===== src/retire_params.svh =====
// Retire stage parameters
// Widths shared by the RTL and the testbench of the retire subsystem

`ifndef RETIRE_PARAMS_SVH
`define RETIRE_PARAMS_SVH

`define XLEN    32      // Data and address width
`define TAG_W   3       // Retire tag width, wraps modulo 8
`define OP_W    6       // Operation code width
`define WSTRB_W 4       // Byte write enables per word

`endif


===== src/isa_pkg.sv =====
// ISA operation encoding
// Operation codes of the in-order core; bits 5..3 of a code name the
// execution unit that handles it

`include "retire_params.svh"

package isa_pkg;

    // Execution unit, taken from the top three bits of the operation
    typedef enum logic [2:0] {
        ADDER_UNIT   = 3'd0,
        LOGICAL_UNIT = 3'd1,
        SHIFTER_UNIT = 3'd2,
        BRANCH_UNIT  = 3'd3,
        BYPASS_UNIT  = 3'd4,
        MEMORY_UNIT  = 3'd5,
        CSR_UNIT     = 3'd6
    } executionUnit_e;

    // Operation, grouped in blocks of eight per unit
    typedef enum logic [`OP_W-1:0] {
        NOP    = 6'd0,          // Adder unit
        ADD    = 6'd1,
        BEQ    = 6'd24,         // Branch unit
        BNE    = 6'd25,
        LB     = 6'd40,         // Memory unit, loads first
        LBU    = 6'd41,
        LH     = 6'd42,
        LHU    = 6'd43,
        LW     = 6'd44,
        SB     = 6'd45,         // Stores
        SH     = 6'd46,
        SW     = 6'd47,
        ECALL  = 6'd48,         // CSR unit, system instructions
        EBREAK = 6'd49,
        MRET   = 6'd50
    } iType_e;

endpackage


===== src/priv_pkg.sv =====
// Machine-mode privileged architecture codes
// Exception cause values reported to the CSR file on a trap

package priv_pkg;

    // Cause codes as written to mcause, NE means no exception
    typedef enum logic [3:0] {
        NE                  = 4'd0,
        ILLEGAL_INSTRUCTION = 4'd2,
        BREAKPOINT          = 4'd3,
        ECALL_FROM_MMODE    = 4'd11
    } exceptionCode_e;

endpackage


===== src/load_align.sv =====
// Load alignment
// Picks the addressed byte or half-word out of the memory word and
// extends it to XLEN, with the sign bit for LB/LH and zeros for LBU/LHU.
// LW and every other operation see the word unchanged

`include "retire_params.svh"

module load_align (
    input  isa_pkg::iType_e   operation_i,      // Operation of the retiring instruction
    input  logic [1:0]        byte_offset_i,    // Low address bits of the load
    input  logic [`XLEN-1:0]  mem_data_i,       // Word read from memory
    output logic [`XLEN-1:0]  load_data_o       // Aligned and extended load value
);

    logic [7:0]  sel_byte;      // Byte picked by the offset
    logic [15:0] sel_half;      // Half picked by offset bit 1
    logic        is_byte;
    logic        is_half;
    logic        sign_ext;      // Signed forms only

    assign is_byte  = (operation_i == isa_pkg::LB) || (operation_i == isa_pkg::LBU);
    assign is_half  = (operation_i == isa_pkg::LH) || (operation_i == isa_pkg::LHU);
    assign sign_ext = (operation_i == isa_pkg::LB) || (operation_i == isa_pkg::LH);

    //////////////////////////////
    // Lane selection
    //////////////////////////////

    always_comb begin
        case (byte_offset_i)
            2'b11:   sel_byte = mem_data_i[31:24];
            2'b10:   sel_byte = mem_data_i[23:16];
            2'b01:   sel_byte = mem_data_i[15:8];
            default: sel_byte = mem_data_i[7:0];
        endcase
    end

    // Half-words sit on even addresses, bit 0 is ignored
    assign sel_half = byte_offset_i[1] ? mem_data_i[31:16] : mem_data_i[15:0];

    //////////////////////////////
    // Extension
    //////////////////////////////

    always_comb begin
        if (is_byte) begin
            load_data_o = {{(`XLEN-8){sign_ext & sel_byte[7]}}, sel_byte};
        end
        else if (is_half) begin
            load_data_o = {{(`XLEN-16){sign_ext & sel_half[15]}}, sel_half};
        end
        else begin
            load_data_o = mem_data_i;   // Full word or not a load
        end
    end

endmodule


===== src/retire.sv =====
// Retire core
// Checks the instruction tag against the retire tag and kills on mismatch.
// Live instructions write back, store, redirect fetch on a mispredict and
// raise the ranked trap. The retire tag steps after each redirect or trap
// so that younger wrong-path instructions are killed

`include "retire_params.svh"

module retire (
    input  logic                     clk,
    input  logic                     reset,

    input  logic [`XLEN-1:0]         pc_i,                   // PC of the retiring instruction
    input  logic [`XLEN-1:0]         result0_i,              // ALU result or store data
    input  logic [`XLEN-1:0]         result1_i,              // Branch target or memory address
    input  logic [`TAG_W-1:0]        tag_i,                  // Tag given at issue
    input  isa_pkg::iType_e          operation_i,
    input  logic                     write_enable_i,         // Register write requested
    input  logic [`WSTRB_W-1:0]      mem_write_enable_i,     // Store byte enables
    input  logic                     jump_i,                 // Branch resolved taken
    input  logic                     predicted_branch_i,     // Fetch predicted taken

    input  logic [`XLEN-1:0]         load_data_i,            // Aligned load value

    input  logic                     trap_raise_i,           // Ranked trap request, ungated
    input  priv_pkg::exceptionCode_e trap_code_i,
    input  logic                     mret_i,
    input  logic                     irq_ack_i,

    output logic                     regbank_write_enable_o,
    output logic [`XLEN-1:0]         regbank_data_o,
    output logic                     jump_o,                 // Redirect fetch
    output logic [`XLEN-1:0]         jump_target_o,
    output logic                     killed_o,
    output logic [`XLEN-1:0]         mem_write_address_o,
    output logic [`WSTRB_W-1:0]      mem_write_enable_o,
    output logic [`XLEN-1:0]         mem_data_o,
    output logic [`TAG_W-1:0]        current_retire_tag_o,
    output priv_pkg::exceptionCode_e exception_code_o,
    output logic                     raise_exception_o,
    output logic                     machine_return_o,
    output logic                     interrupt_ack_o
);

    logic [`TAG_W-1:0]       curr_tag;      // Only state in the stage
    logic                    killed;
    logic                    flow_change;   // Redirect or trap by a live instruction
    isa_pkg::executionUnit_e exec_unit;

    assign exec_unit            = isa_pkg::executionUnit_e'(operation_i[5:3]);
    assign current_retire_tag_o = curr_tag;

    //////////////////////////////
    // Kill
    //////////////////////////////

    // Wrong-path instructions still carry the previous tag
    assign killed   = (tag_i != curr_tag);
    assign killed_o = killed;

    //////////////////////////////
    // Write-back
    //////////////////////////////

    assign regbank_write_enable_o = write_enable_i & ~killed;
    assign regbank_data_o = (exec_unit == isa_pkg::MEMORY_UNIT) ? load_data_i : result0_i;

    //////////////////////////////
    // Mispredict redirect
    //////////////////////////////

    always_comb begin
        jump_o        = 1'b0;
        jump_target_o = '0;
        if (!killed) begin
            if (jump_i && !predicted_branch_i) begin
                // Taken but fetched fall-through, go to the target
                jump_o        = 1'b1;
                jump_target_o = result1_i;
            end
            else if (!jump_i && predicted_branch_i) begin
                // Not taken but fetched the target, back to pc_i
                jump_o        = 1'b1;
                jump_target_o = pc_i;
            end
        end
    end

    //////////////////////////////
    // Store gating
    //////////////////////////////

    always_comb begin
        if (mem_write_enable_i != '0 && !killed) begin
            mem_write_enable_o  = mem_write_enable_i;
            mem_write_address_o = result1_i;    // Address from the adder
            mem_data_o          = result0_i;
        end
        else begin
            mem_write_enable_o  = '0;           // Nothing reaches memory
            mem_write_address_o = '0;
            mem_data_o          = '0;
        end
    end

    //////////////////////////////
    // Trap outputs
    //////////////////////////////

    assign raise_exception_o = trap_raise_i & ~killed;
    assign machine_return_o  = mret_i & ~killed;
    assign interrupt_ack_o   = irq_ack_i & ~killed;
    assign exception_code_o  = killed ? priv_pkg::NE : trap_code_i;

    //////////////////////////////
    // Retire tag
    //////////////////////////////

    // All four terms are already kill-gated
    assign flow_change = jump_o | raise_exception_o | machine_return_o | interrupt_ack_o;

    always_ff @(posedge clk) begin
        if (reset) begin
            curr_tag <= '0;
        end
        else if (flow_change) begin
            curr_tag <= curr_tag + 1'b1;        // Wraps modulo 8
        end
    end

endmodule


===== src/retire_top.sv =====
// Retire subsystem top
// Load alignment and trap decode run side by side on the raw inputs,
// the retire core merges their results under the kill condition

`include "retire_params.svh"

module retire_top (
    input  logic                     clk,
    input  logic                     reset,

    input  logic [`XLEN-1:0]         instruction_i,          // Raw instruction word, not decoded here
    input  logic [`XLEN-1:0]         pc_i,
    input  logic [`XLEN-1:0]         result0_i,
    input  logic [`XLEN-1:0]         result1_i,
    input  logic [`TAG_W-1:0]        tag_i,
    input  logic [`WSTRB_W-1:0]      mem_write_enable_i,
    input  logic                     write_enable_i,
    input  logic                     jump_i,
    input  logic                     predicted_branch_i,
    input  isa_pkg::iType_e          instruction_operation_i,
    input  logic                     exception_i,
    input  logic [`XLEN-1:0]         mem_data_i,             // Load word from memory
    input  logic                     interrupt_pending_i,

    output logic                     regbank_write_enable_o,
    output logic [`XLEN-1:0]         regbank_data_o,
    output logic                     jump_o,
    output logic [`XLEN-1:0]         jump_target_o,
    output logic                     killed_o,
    output logic [`XLEN-1:0]         mem_write_address_o,
    output logic [`WSTRB_W-1:0]      mem_write_enable_o,
    output logic [`XLEN-1:0]         mem_data_o,
    output logic [`TAG_W-1:0]        current_retire_tag_o,
    output priv_pkg::exceptionCode_e exception_code_o,
    output logic                     raise_exception_o,
    output logic                     machine_return_o,
    output logic                     interrupt_ack_o
);

    logic [`XLEN-1:0]         load_data;
    logic                     trap_raise;
    priv_pkg::exceptionCode_e trap_code;
    logic                     trap_mret;
    logic                     trap_irq_ack;

    // Byte lane comes from the low bits of the computed address
    load_align load_align_i (
        .operation_i   (instruction_operation_i),
        .byte_offset_i (result1_i[1:0]),
        .mem_data_i    (mem_data_i),
        .load_data_o   (load_data)
    );

    trap_control trap_control_i (
        .exception_i         (exception_i),
        .operation_i         (instruction_operation_i),
        .interrupt_pending_i (interrupt_pending_i),
        .trap_raise_o        (trap_raise),
        .trap_code_o         (trap_code),
        .mret_o              (trap_mret),
        .irq_ack_o           (trap_irq_ack)
    );

    retire retire_i (
        .clk                    (clk),
        .reset                  (reset),
        .pc_i                   (pc_i),
        .result0_i              (result0_i),
        .result1_i              (result1_i),
        .tag_i                  (tag_i),
        .operation_i            (instruction_operation_i),
        .write_enable_i         (write_enable_i),
        .mem_write_enable_i     (mem_write_enable_i),
        .jump_i                 (jump_i),
        .predicted_branch_i     (predicted_branch_i),
        .load_data_i            (load_data),
        .trap_raise_i           (trap_raise),
        .trap_code_i            (trap_code),
        .mret_i                 (trap_mret),
        .irq_ack_i              (trap_irq_ack),
        .regbank_write_enable_o (regbank_write_enable_o),
        .regbank_data_o         (regbank_data_o),
        .jump_o                 (jump_o),
        .jump_target_o          (jump_target_o),
        .killed_o               (killed_o),
        .mem_write_address_o    (mem_write_address_o),
        .mem_write_enable_o     (mem_write_enable_o),
        .mem_data_o             (mem_data_o),
        .current_retire_tag_o   (current_retire_tag_o),
        .exception_code_o       (exception_code_o),
        .raise_exception_o      (raise_exception_o),
        .machine_return_o       (machine_return_o),
        .interrupt_ack_o        (interrupt_ack_o)
    );

endmodule


===== src/trap_control.sv =====
// Trap control
// Ranks illegal instruction, ECALL, EBREAK, MRET and a pending interrupt
// into one trap request. At most one output is set, the cause code is
// NE unless an exception is raised. No kill gating here

module trap_control (
    input  logic                     exception_i,         // Illegal instruction from decode
    input  isa_pkg::iType_e          operation_i,         // Operation of the retiring instruction
    input  logic                     interrupt_pending_i, // Interrupt waiting in the CSR file
    output logic                     trap_raise_o,        // Synchronous exception
    output priv_pkg::exceptionCode_e trap_code_o,         // Cause for trap_raise_o
    output logic                     mret_o,              // Return from machine trap
    output logic                     irq_ack_o            // Interrupt taken
);

    logic is_ecall;
    logic is_ebreak;
    logic is_mret;

    assign is_ecall  = (operation_i == isa_pkg::ECALL);
    assign is_ebreak = (operation_i == isa_pkg::EBREAK);
    assign is_mret   = (operation_i == isa_pkg::MRET);

    //////////////////////////////
    // Priority decode
    //////////////////////////////

    always_comb begin
        // Defaults, nothing to do
        trap_raise_o = 1'b0;
        trap_code_o  = priv_pkg::NE;
        mret_o       = 1'b0;
        irq_ack_o    = 1'b0;

        if (exception_i) begin                      // Highest, decode fault
            trap_raise_o = 1'b1;
            trap_code_o  = priv_pkg::ILLEGAL_INSTRUCTION;
        end
        else if (is_ecall) begin
            trap_raise_o = 1'b1;
            trap_code_o  = priv_pkg::ECALL_FROM_MMODE;
        end
        else if (is_ebreak) begin
            trap_raise_o = 1'b1;
            trap_code_o  = priv_pkg::BREAKPOINT;
        end
        else if (is_mret) begin
            mret_o = 1'b1;                          // Not an exception, code stays NE
        end
        else if (interrupt_pending_i) begin
            // Interrupt only taken on an otherwise ordinary instruction
            irq_ack_o = 1'b1;
        end
    end

endmodule

===== config.mk =====
export PLATFORM = sky130hd
export DESIGN_NAME = retire_top
export DESIGN_NICKNAME = d
export VERILOG_FILES = /design/src/isa_pkg.sv /design/src/priv_pkg.sv /design/src/load_align.sv /design/src/retire.sv /design/src/retire_top.sv /design/src/trap_control.sv
export VERILOG_INCLUDE_DIRS = /design/src
export SDC_FILE = /design/constraint.sdc
export NUM_CORES = 1
export LEC_CHECK = 0
export BUFFER_PORTS_ARGS = -buffer_cell sky130_fd_sc_hd__clkbuf_2
export CELL_PAD_IN_SITES_DETAIL_PLACEMENT = 1
export CELL_PAD_IN_SITES_GLOBAL_PLACEMENT = 1
export CORE_AREA = 2 2 126 128
export CTS_CLUSTER_SIZE = 28
export DETAILED_ROUTE_END_ITERATION = 10
export DIE_AREA = 0 0 128 130
export PLACE_DENSITY = 0.83
export SLEW_MARGIN = 20
export SYNTH_ARGS = -nofsm -noshare
export SYNTH_HDL_FRONTEND = slang
export SYNTH_SLANG_ARGS = --single-unit

===== constraint.sdc =====
create_clock -name clk -period 4 [get_ports clk]
set_clock_uncertainty 0.1 [all_clocks]
set_input_delay 0.4 -clock clk [delete_from_list [all_inputs] [get_ports clk]]
set_output_delay 0.4 -clock clk [all_outputs]
set_load 0.02 [all_outputs]

* Word level (Yosys, flattened, before mapping)
Index checks and enable logic that the tools add are counted.
** Operators by class
- Add/subtract/negate cells :: 1
- Eq/ne operators :: 12
- Mux-type cells :: 30
- Bitwise logic cells :: 10
- Reduce and logical (&&, ||, !) cells :: 10
** Operator list (count)
- 2-to-1 mux 32 bit :: 8
- == test 6 bit, second input constant :: 7
- one-hot mux 8 bit (3 select lines) :: 1
- 2-to-1 mux 16 bit :: 1
- 2-to-1 mux 4 bit :: 4
- 2-to-1 mux 1 bit :: 15
- AND 1 bit :: 6
- == test 2 bit, second input constant :: 2
- nonzero test 4 bit :: 1
- adder 3 x 1 -> 3 bit, second input constant :: 1
- == test 3 bit, second input constant :: 1
- logical AND 1 bit :: 3
- zero test 1 bit :: 3
- logical OR 1 bit :: 3
- inequality test 3 bit :: 1
- bitwise OR 1 bit :: 3
- == test 2 x 1 -> 1 bit, second input constant :: 1
- 2-to-1 mux 2 bit :: 1
- NOT 1 bit :: 1
** Word-level totals
- Bits in registers :: 3
- Input bits :: 180
- Logic and storage cells :: 64

* Logic depth before layout (Yosys ltp)
Gate-level depths: netlist of the first run.
- Word-level depth :: 8
- Mapped depth :: 7

* Cells and area by module
A second synthesis of the first run with hierarchy kept.
** Unflattened totals
- Cell total of the unflattened synthesis :: 415
- Area, all modules :: 2635.0 µm²
** Modules (own cells, without submodules)
- retire :: times used 1, cells each 272, area each 1677.9 µm², seq. area each 60.1 µm²
- load_align :: times used 1, cells each 132, area each 859.6 µm², seq. area each 0.0 µm²
- trap_control :: times used 1, cells each 11, area each 97.6 µm², seq. area each 0.0 µm²

* Least setup slack after synthesis of the first run
OpenSTA, ideal clock, no wires.
- Path type :: register to output
- From :: reg retire_i.curr_tag[0], in the netlist retire_i.current_retire_tag_o[0]
- To :: out exception_code_o[3]
- Arrival time :: 2.100 ns
- Data required time :: 3.500 ns
- Path slack :: 1.400 ns
- Cell stages (with the launch flop) :: 6
- Buffers on the path :: 1
- Cells stage by stage :: dfxtp_1 > xnor2_1 > nand3_1 > buf_2 > nor4_1 > nor2b_1
** Between the ends
- Longest elaborated chain between the ends :: 2
** Ends and longest elaborated chain
- from (decl) :: line retire.sv:45 : logic [`TAG_W-1:0] curr_tag;
- from (signal assigned) :: line retire.sv:127 : curr_tag <= curr_tag + 1'b1;
- inequality test 3 bit :: line retire.sv:58 : assign killed = (tag_i != curr_tag);
- 2-to-1 mux 4 bit :: line retire.sv:113 : assign exception_code_o = killed ? priv_pkg::NE : trap_code_i;
- to (decl) :: line retire_top.sv:34 : output priv_pkg::exceptionCode_e exception_code_o,
Every way passes these cells.

* Final worst setup path of the first run
- From :: reg retire_i.curr_tag[0], in the netlist retire_i.current_retire_tag_o[0]
- To :: out mem_write_address_o[24]
** Between the ends
- Longest elaborated chain between the ends :: 4
** Ends and longest elaborated chain
- inequality test 3 bit :: line retire.sv:58
- zero test 1 bit
- logical AND 1 bit :: line retire.sv:94 : if (mem_write_enable_i != '0 && !killed) begin
- 2-to-1 mux 32 bit :: line retire.sv:94
- to (decl) :: line retire_top.sv:30 : output logic [`XLEN-1:0] mem_write_address_o,
Every way passes these cells.

==> metrics, run 1 <==
pin count of the biggest net entering global routing 65; GP Congestion 0.911; number of synthesized flops with an enable pin 0; Fmax 365 MHz; R2R cell count 5; Residual DRC 0; clock tree from TritonCTS built; total of max-cap violations 0; DP HPWL 11.8 mm; core area 0.0154 mm²; H-tree lvl count 1; Die Ht 130 µm; Worst-path clk slew 0.03 ns; ys flop type dfxtp_1; Die X 128 µm; Post-Place Worst Slack 1.23 ns; vias in the first global route 3802; drt wl/cell 15.7 µm; Synth cell types 44; worst min path class in -> reg; Crit Path Max Fanout 36; crit path capture mem_write_address_o[24]; minimum clock period 2.74 ns; Syn. warnings 0; startpoint types flip-flop; Slew HR 43.4%; Setup WS post-layout 1.26 ns; syn_area_per_cell 5.50 µm²; synthesized instance count 437; Setup Fix Bufs, Post-CTS 0; Area Overhead vs Synth 70.1%; I/O Pins 325; routed wl met3 700 µm; CTS sink count 3; Pins Over Slew Limit 0; CP arrival 2.24 ns; slew at the pin with the worst max-slew slack 0.849 ns; leakage 2.24 nW; clock root cell clkbuf_16; synthesized area 0.00240 mm²; Post-Syn Nets 620; clock tree buffer depth 2; layout cells sized above 1 45.1%; Hold-fix buffers, CTS 0; DR vias/cell 4.60; Post-synth ARST share 0%; total number of vias 4103; final setup vio count 0; Worst Setup SP retire_i.current_retire_tag_o[0]$_SDFFE_PP0P_; Clock Latency Late Sink 0.23 ns; met2 wire length 7.00 mm; Final period util 68.6%; RSZ-0062 raised after global routing false; max reg flops 3; Peak VDD IR 229 µV; post-route setup TNS 0 ns; antenna cells 0; Critical Path RT 3.50 ns; worst r2r src retire_i.current_retire_tag_o[0]$_SDFFE_PP0P_; kind of critical path reg -> out; Detail Route Antenna Nets 0; global-route wire length before repair 20.4 mm; # rows 46; Initial Util 15.6%; post-synthesis sequential area ratio 2.50%; GRT overflow 0; Layout Nets 883; Power Density 153 mW/mm²; port buffer count 291; initial antenna violation count 1; Top Metal Used met5; Final Hold Fails 0; synthesized flop and latch total 3; Metal-1 WL 5.98 mm; R2R Setup Slk 2.14 ns; Tot GR Track Use 15.1%; RR Endpoint retire_i.current_retire_tag_o[2]$_SDFFE_PP0P_; 1st-iter DRT viols 189; Total Routed Length 13.9 mm; status completed; TritonCTS Buffers 3; final core occ 26.5%; post-CTS sizing 0; CP Capture Type primary output; First-pass DRT Iterations 4; die area 0.0166 mm²
cell usage in the layout (no fill, tap or decap), drive strengths merged, types with 2 or more instances in the layout:
master | Yosys | routed
a211oi | 2 | 2
a21oi | 60 | 60
a31oi | 6 | 6
a32oi | 6 | 6
a41oi | 8 | 8
and2 | 66 | 66
buf | 15 | 5
clkbuf | 23 | 295
dfxtp | 3 | 3
ha | 3 | 3
inv | 9 | 9
mux2i | 3 | 3
mux4 | 7 | 7
nand2 | 72 | 72
nand2b | 5 | 5
nand3 | 10 | 10
nand4bb | 2 | 2
nor2 | 110 | 110
nor2b | 2 | 2
nor4 | 2 | 2
o21ai | 3 | 3
o22ai | 3 | 3
xnor2 | 3 | 3
worst max-delay path: stages (launching register included):
cell	delay (ns)
dfxtp_1	0.40
xnor2_1	0.16
nand3_2	0.15
a41oi_4	0.67
buf_12	0.26
and2_1	0.18
clkbuf_2	0.18
area by class of cell:
| cell class | count | area (µm²) |
|---|---|---|
| Inverter | 9 | 33.8 |
| Tap cell | 192 | 240 |
| Fill cell | 2099 | 11300 |
| Multi-Input combinational cell | 387 | 2170 |
| Timing Repair Buffer | 296 | 1510 |
| Sequential cell | 3 | 60.1 |
| Clock buffer | 4 | 78.8 |
report_power, final:
group	switching, mW	internal (mW)
registers	0.00125	0.0311
logic	0.266	0.165
clock network	0.0308	0.132
kinds of logic (layout without fill, tap and decap cells):
logic type	after synthesis	count (layout)	synth area share (%)
and+or+nand+nor	277	277	54.2
AOI/OAI and AO/OA	92	92	23.8
buffers and inverters	47	309	8.38
muxes	11	11	8.27
adders and majority gates	3	3	1.56
xor gates and xnor gates	3	3	1.09
DFF	3	3	2.50
other	1	1	0.156
through the flow:
stage | instance area [µm²] | total power, mW | instances | hold slack [ns]
global route | 4090 | 0.671 | 891 | 0.304
global placement | 4000 | 0.456 | 887 | 0.404
floorplan | 2400 | 0.272 | 437 | 0.369
finish | 4090 | 0.626 | 891 | 0.293
detailed placement | 4000 | 0.465 | 887 | 0.417
CTS | 4080 | 0.631 | 891 | 0.295
worst min path at each step:
stage	start	end	slack, ns	depth (start not counted)
after floorplan	reset	retire_i.current_retire_tag_o[2]$_SDFFE_PP0P_	0.37	1
after global placement	retire_i.current_retire_tag_o[1]$_SDFFE_PP0P_	retire_i.current_retire_tag_o[1]$_SDFFE_PP0P_	0.40	2
after detailed placement	retire_i.current_retire_tag_o[2]$_SDFFE_PP0P_	retire_i.current_retire_tag_o[2]$_SDFFE_PP0P_	0.42	2
after CTS	reset	retire_i.current_retire_tag_o[2]$_SDFFE_PP0P_	0.29	2
after global routing	reset	retire_i.current_retire_tag_o[2]$_SDFFE_PP0P_	0.30	2
final	reset	retire_i.current_retire_tag_o[2]$_SDFFE_PP0P_	0.29	2
synth_stat cells, drive strengths merged, types with 2 or more instances:
cell type | n | area share, %
xnor2 | 3 | 1.1
nand2b | 5 | 1.3
and2 | 66 | 17
a211oi | 2 | 1.4
nand2 | 72 | 11
inv | 9 | 1.4
ha | 3 | 1.6
nor2b | 2 | 0.52
buf | 15 | 3.4
a32oi | 6 | 2.2
nor2 | 110 | 17
nor4 | 2 | 0.52
mux2i | 3 | 1.2
mux4 | 7 | 6.6
a31oi | 6 | 1.6
dfxtp | 3 | 2.5
nand3 | 10 | 2.1
clkbuf | 23 | 3.6
a41oi | 8 | 3.2
a21oi | 60 | 12
nand4bb | 2 | 1.6
o22ai | 3 | 1.0
o21ai | 3 | 0.62
layer usage:
metal	vias up	GRT usage, %
met2	141	27.0
met4	2	3.36
met3	22	1.97
met1	1958	19.5
li1	1980	-
met5	-	0
No activity file was read; power rests on OpenSTA's default activity.
==> inputs of run 2 (changes only) <==
==> constraint.sdc (replaced) <==
create_clock -name clk -period 2.8 [get_ports clk]
set_clock_uncertainty 0.1 [all_clocks]
set_input_delay 0.28 -clock clk [delete_from_list [all_inputs] [get_ports clk]]
set_output_delay 0.28 -clock clk [all_outputs]
set_load 0.02 [all_outputs]
==> run 2 against run 1 <==
Compared with the run above: critical path depth unchanged; sequential power up 43%; cell area up 0.37%; worst hold slack worse by 0.12 ns; die area unchanged; first-iteration DRC count down 28%; critical path type is now in -> out; register-to-register slack worse by 0.97 ns; sequential share of layout area about the same.
==> metrics, run 2 (synthesized netlist as in run 1, its figures left out) <==
status completed; port buffer count 291 (unchanged); First-pass DRT Iterations 6 (+2); Top Metal Used met5; H-tree lvl count 1 (unchanged); post-route setup TNS 0 ns (unchanged); Pins Over Slew Limit 0 (unchanged); leakage 2.26 nW (+0.85%); startpoint types input port; max incr delay on CP 0.67 ns (about the same); RSZ-0062 raised after global routing false; CP Capture Type primary output; Detail Route Antenna Nets 0 (unchanged); Setup Fix Bufs, Post-CTS 0 (unchanged); die area 0.0166 mm² (unchanged); NetSw 426 µW (+43%); total number of vias 4103 (unchanged); 1st-iter DRT viols 136 (-28%); Metal-1 WL 6.01 mm (+0.47%); CP arrival 2.03 ns (-0.21 ns); DP HPWL 11.8 mm (+0.32%); minimum clock period 2.41 ns; Worst-path clk slew 0.03 ns (about the same); pin count of the biggest net entering global routing 65 (unchanged); post-CTS sizing 0 (unchanged); Power Density 218 mW/mm² (+42%); Critical Path RT 2.42 ns (-1.08 ns); Crit path buffers/inverters 2 (unchanged); slowest stage cell, crit path a211oi_4; routed wl met3 697 µm (-0.43%); GRT overflow 0 (unchanged); combinational share of power 68.9% (about the same); global-route wire length before repair 20.4 mm (about the same); # rows 46 (unchanged); worst min path class in -> reg; cell mode on critical path clkbuf_2; Slew HR 48.9% (+5.5 points); slew at the pin with the worst max-slew slack 0.767 ns (-0.0822 ns); Fmax 414 MHz; most frequent cells in the layout clkbuf_2 (291), nor2_1 (110), nand2_1 (72); Total Routed Length 14.0 mm (+0.52%); placed cell areas 0.00403 mm² (+0.63%); total of max-cap violations 0 (unchanged); vias in the first global route 3729 (-1.9%); final setup vio count 0 (unchanged); Peak VDD IR 313 µV (+37%); TritonCTS Buffers 3 (unchanged); drt wl/cell 15.6 µm (about the same); DR vias/cell 4.58 (-0.56%); Final period util 86.2%; RR Endpoint retire_i.current_retire_tag_o[2]$_SDFFE_PP0P_; Final Hold Fails 0 (unchanged); met2 wire length 7.08 mm (+1.1%); clock tree buffer depth 2 (unchanged); cells along the critical path clkbuf_2 > mux2i_1 > o22ai_2 > a211oi_4 > a21oi_1 > clkbuf_2; Clock Latency Late Sink 0.23 ns (about the same); GP Congestion 0.903 (-0.86%); design area 0.00411 mm² (+0.37%); Hold-fix buffers, CTS 0 (unchanged); Layout Nets 888 (+0.57%); Die Ht 130 µm (unchanged); Top Family by Delay on Critical Path compound AO/OA/AOI/OAI gates; antenna cells 0 (unchanged); kind of critical path in -> out; Power Internal 468 µW (+43%); hold depth 2 (unchanged); R2R Setup Slk 1.17 ns (-0.97 ns); Residual DRC 0 (unchanged); clock root cell clkbuf_16; hold endpoint retire_i.current_retire_tag_o[2]$_SDFFE_PP0P_; Area Overhead vs Synth 70.8%; Initial Util 15.6% (unchanged); Tot GR Track Use 15.2% (+0.047 points); commonest non-fill, non-tap cell in the layout clkbuf_2; Die X 128 µm (unchanged); Crit Path Max Fanout 16 (-56%); Net Sw Frac 47.6% (about the same); I/O Pins 325 (unchanged); hold wc startpoint reset; worst r2r src retire_i.current_retire_tag_o[0]$_SDFFE_PP0P_; core area 0.0154 mm² (unchanged); layout cells sized above 1 45.5% (+0.39 points); CTS sink count 3 (unchanged); Flop pwr share 5.2% (about the same); max reg flops 3 (unchanged); clock tree from TritonCTS built; Clk pwr share 26.0% (about the same); R2R cell count 4 (-1); initial antenna violation count 1 (unchanged)
## run 2: cell count changes in the layout (fill, tap and decap cells not counted)
cell    previous run  this run
buf_12             1         0
ha_2               0         1
ha_4               1         0
buf_4              4        10
## run 2: power by group through the flow
stage | combinational (mW) | clock (mW) | sequential, mW
global placement | 0.607 | 0 | 0.0468
finish | 0.615 | 0.232 | 0.0462
global route | 0.670 | 0.242 | 0.0466
CTS | 0.620 | 0.236 | 0.0464
detailed placement | 0.618 | 0 | 0.0468
floorplan | 0.341 | 0 | 0.0481
## run 2: final cells by class
type                    count  area, µm²
flip-flops and latches      3       60.1
inverters                   9       33.8
repair buffers            301       1530
clock buffers               4       78.8
well taps                 192        240
multi-input cells         387       2160
fillers                  2093      11300
## run 2: stage by stage
step	power, mW	setup slack [ns]	util [%]	std cells	hold slack, ns
4_1_cts	0.903	0.329	26.6	896	0.171
2_1_floorplan	0.389	0.320	-	437	0.249
5_1_grt	0.959	0.203	26.6	896	0.184
3_3_place_gp	0.653	0.409	26.1	892	0.404
6_report	0.894	0.387	26.6	896	0.172
3_5_place_dp	0.664	0.353	26.1	892	0.411
## run 2: how the worst max path moves through the flow
stage / endpoint / slack, ns / depth (start not counted) / startpoint
floorplan: exception_code_o[3] / 0.32 / 5 / retire_i.current_retire_tag_o[0]$_SDFFE_PP0P_
finish: regbank_data_o[17] / 0.39 / 6 / result1_i[0]
global route: mem_write_address_o[24] / 0.20 / 6 / retire_i.current_retire_tag_o[0]$_SDFFE_PP0P_
detailed placement: regbank_data_o[17] / 0.35 / 6 / result1_i[0]
CTS: mem_write_address_o[24] / 0.33 / 6 / retire_i.current_retire_tag_o[0]$_SDFFE_PP0P_
global placement: regbank_data_o[31] / 0.41 / 6 / result1_i[0]
## run 2: layer usage
| metal | vias to the layer above | track usage, % |
|---|---|---|
| li1 | 1990 | - |
| met1 | 1953 | 20.0 |
| met2 | 139 | 26.6 |
| met3 | 19 | 2.01 |
| met4 | 2 | 2.91 |
| met5 | - | 0 |
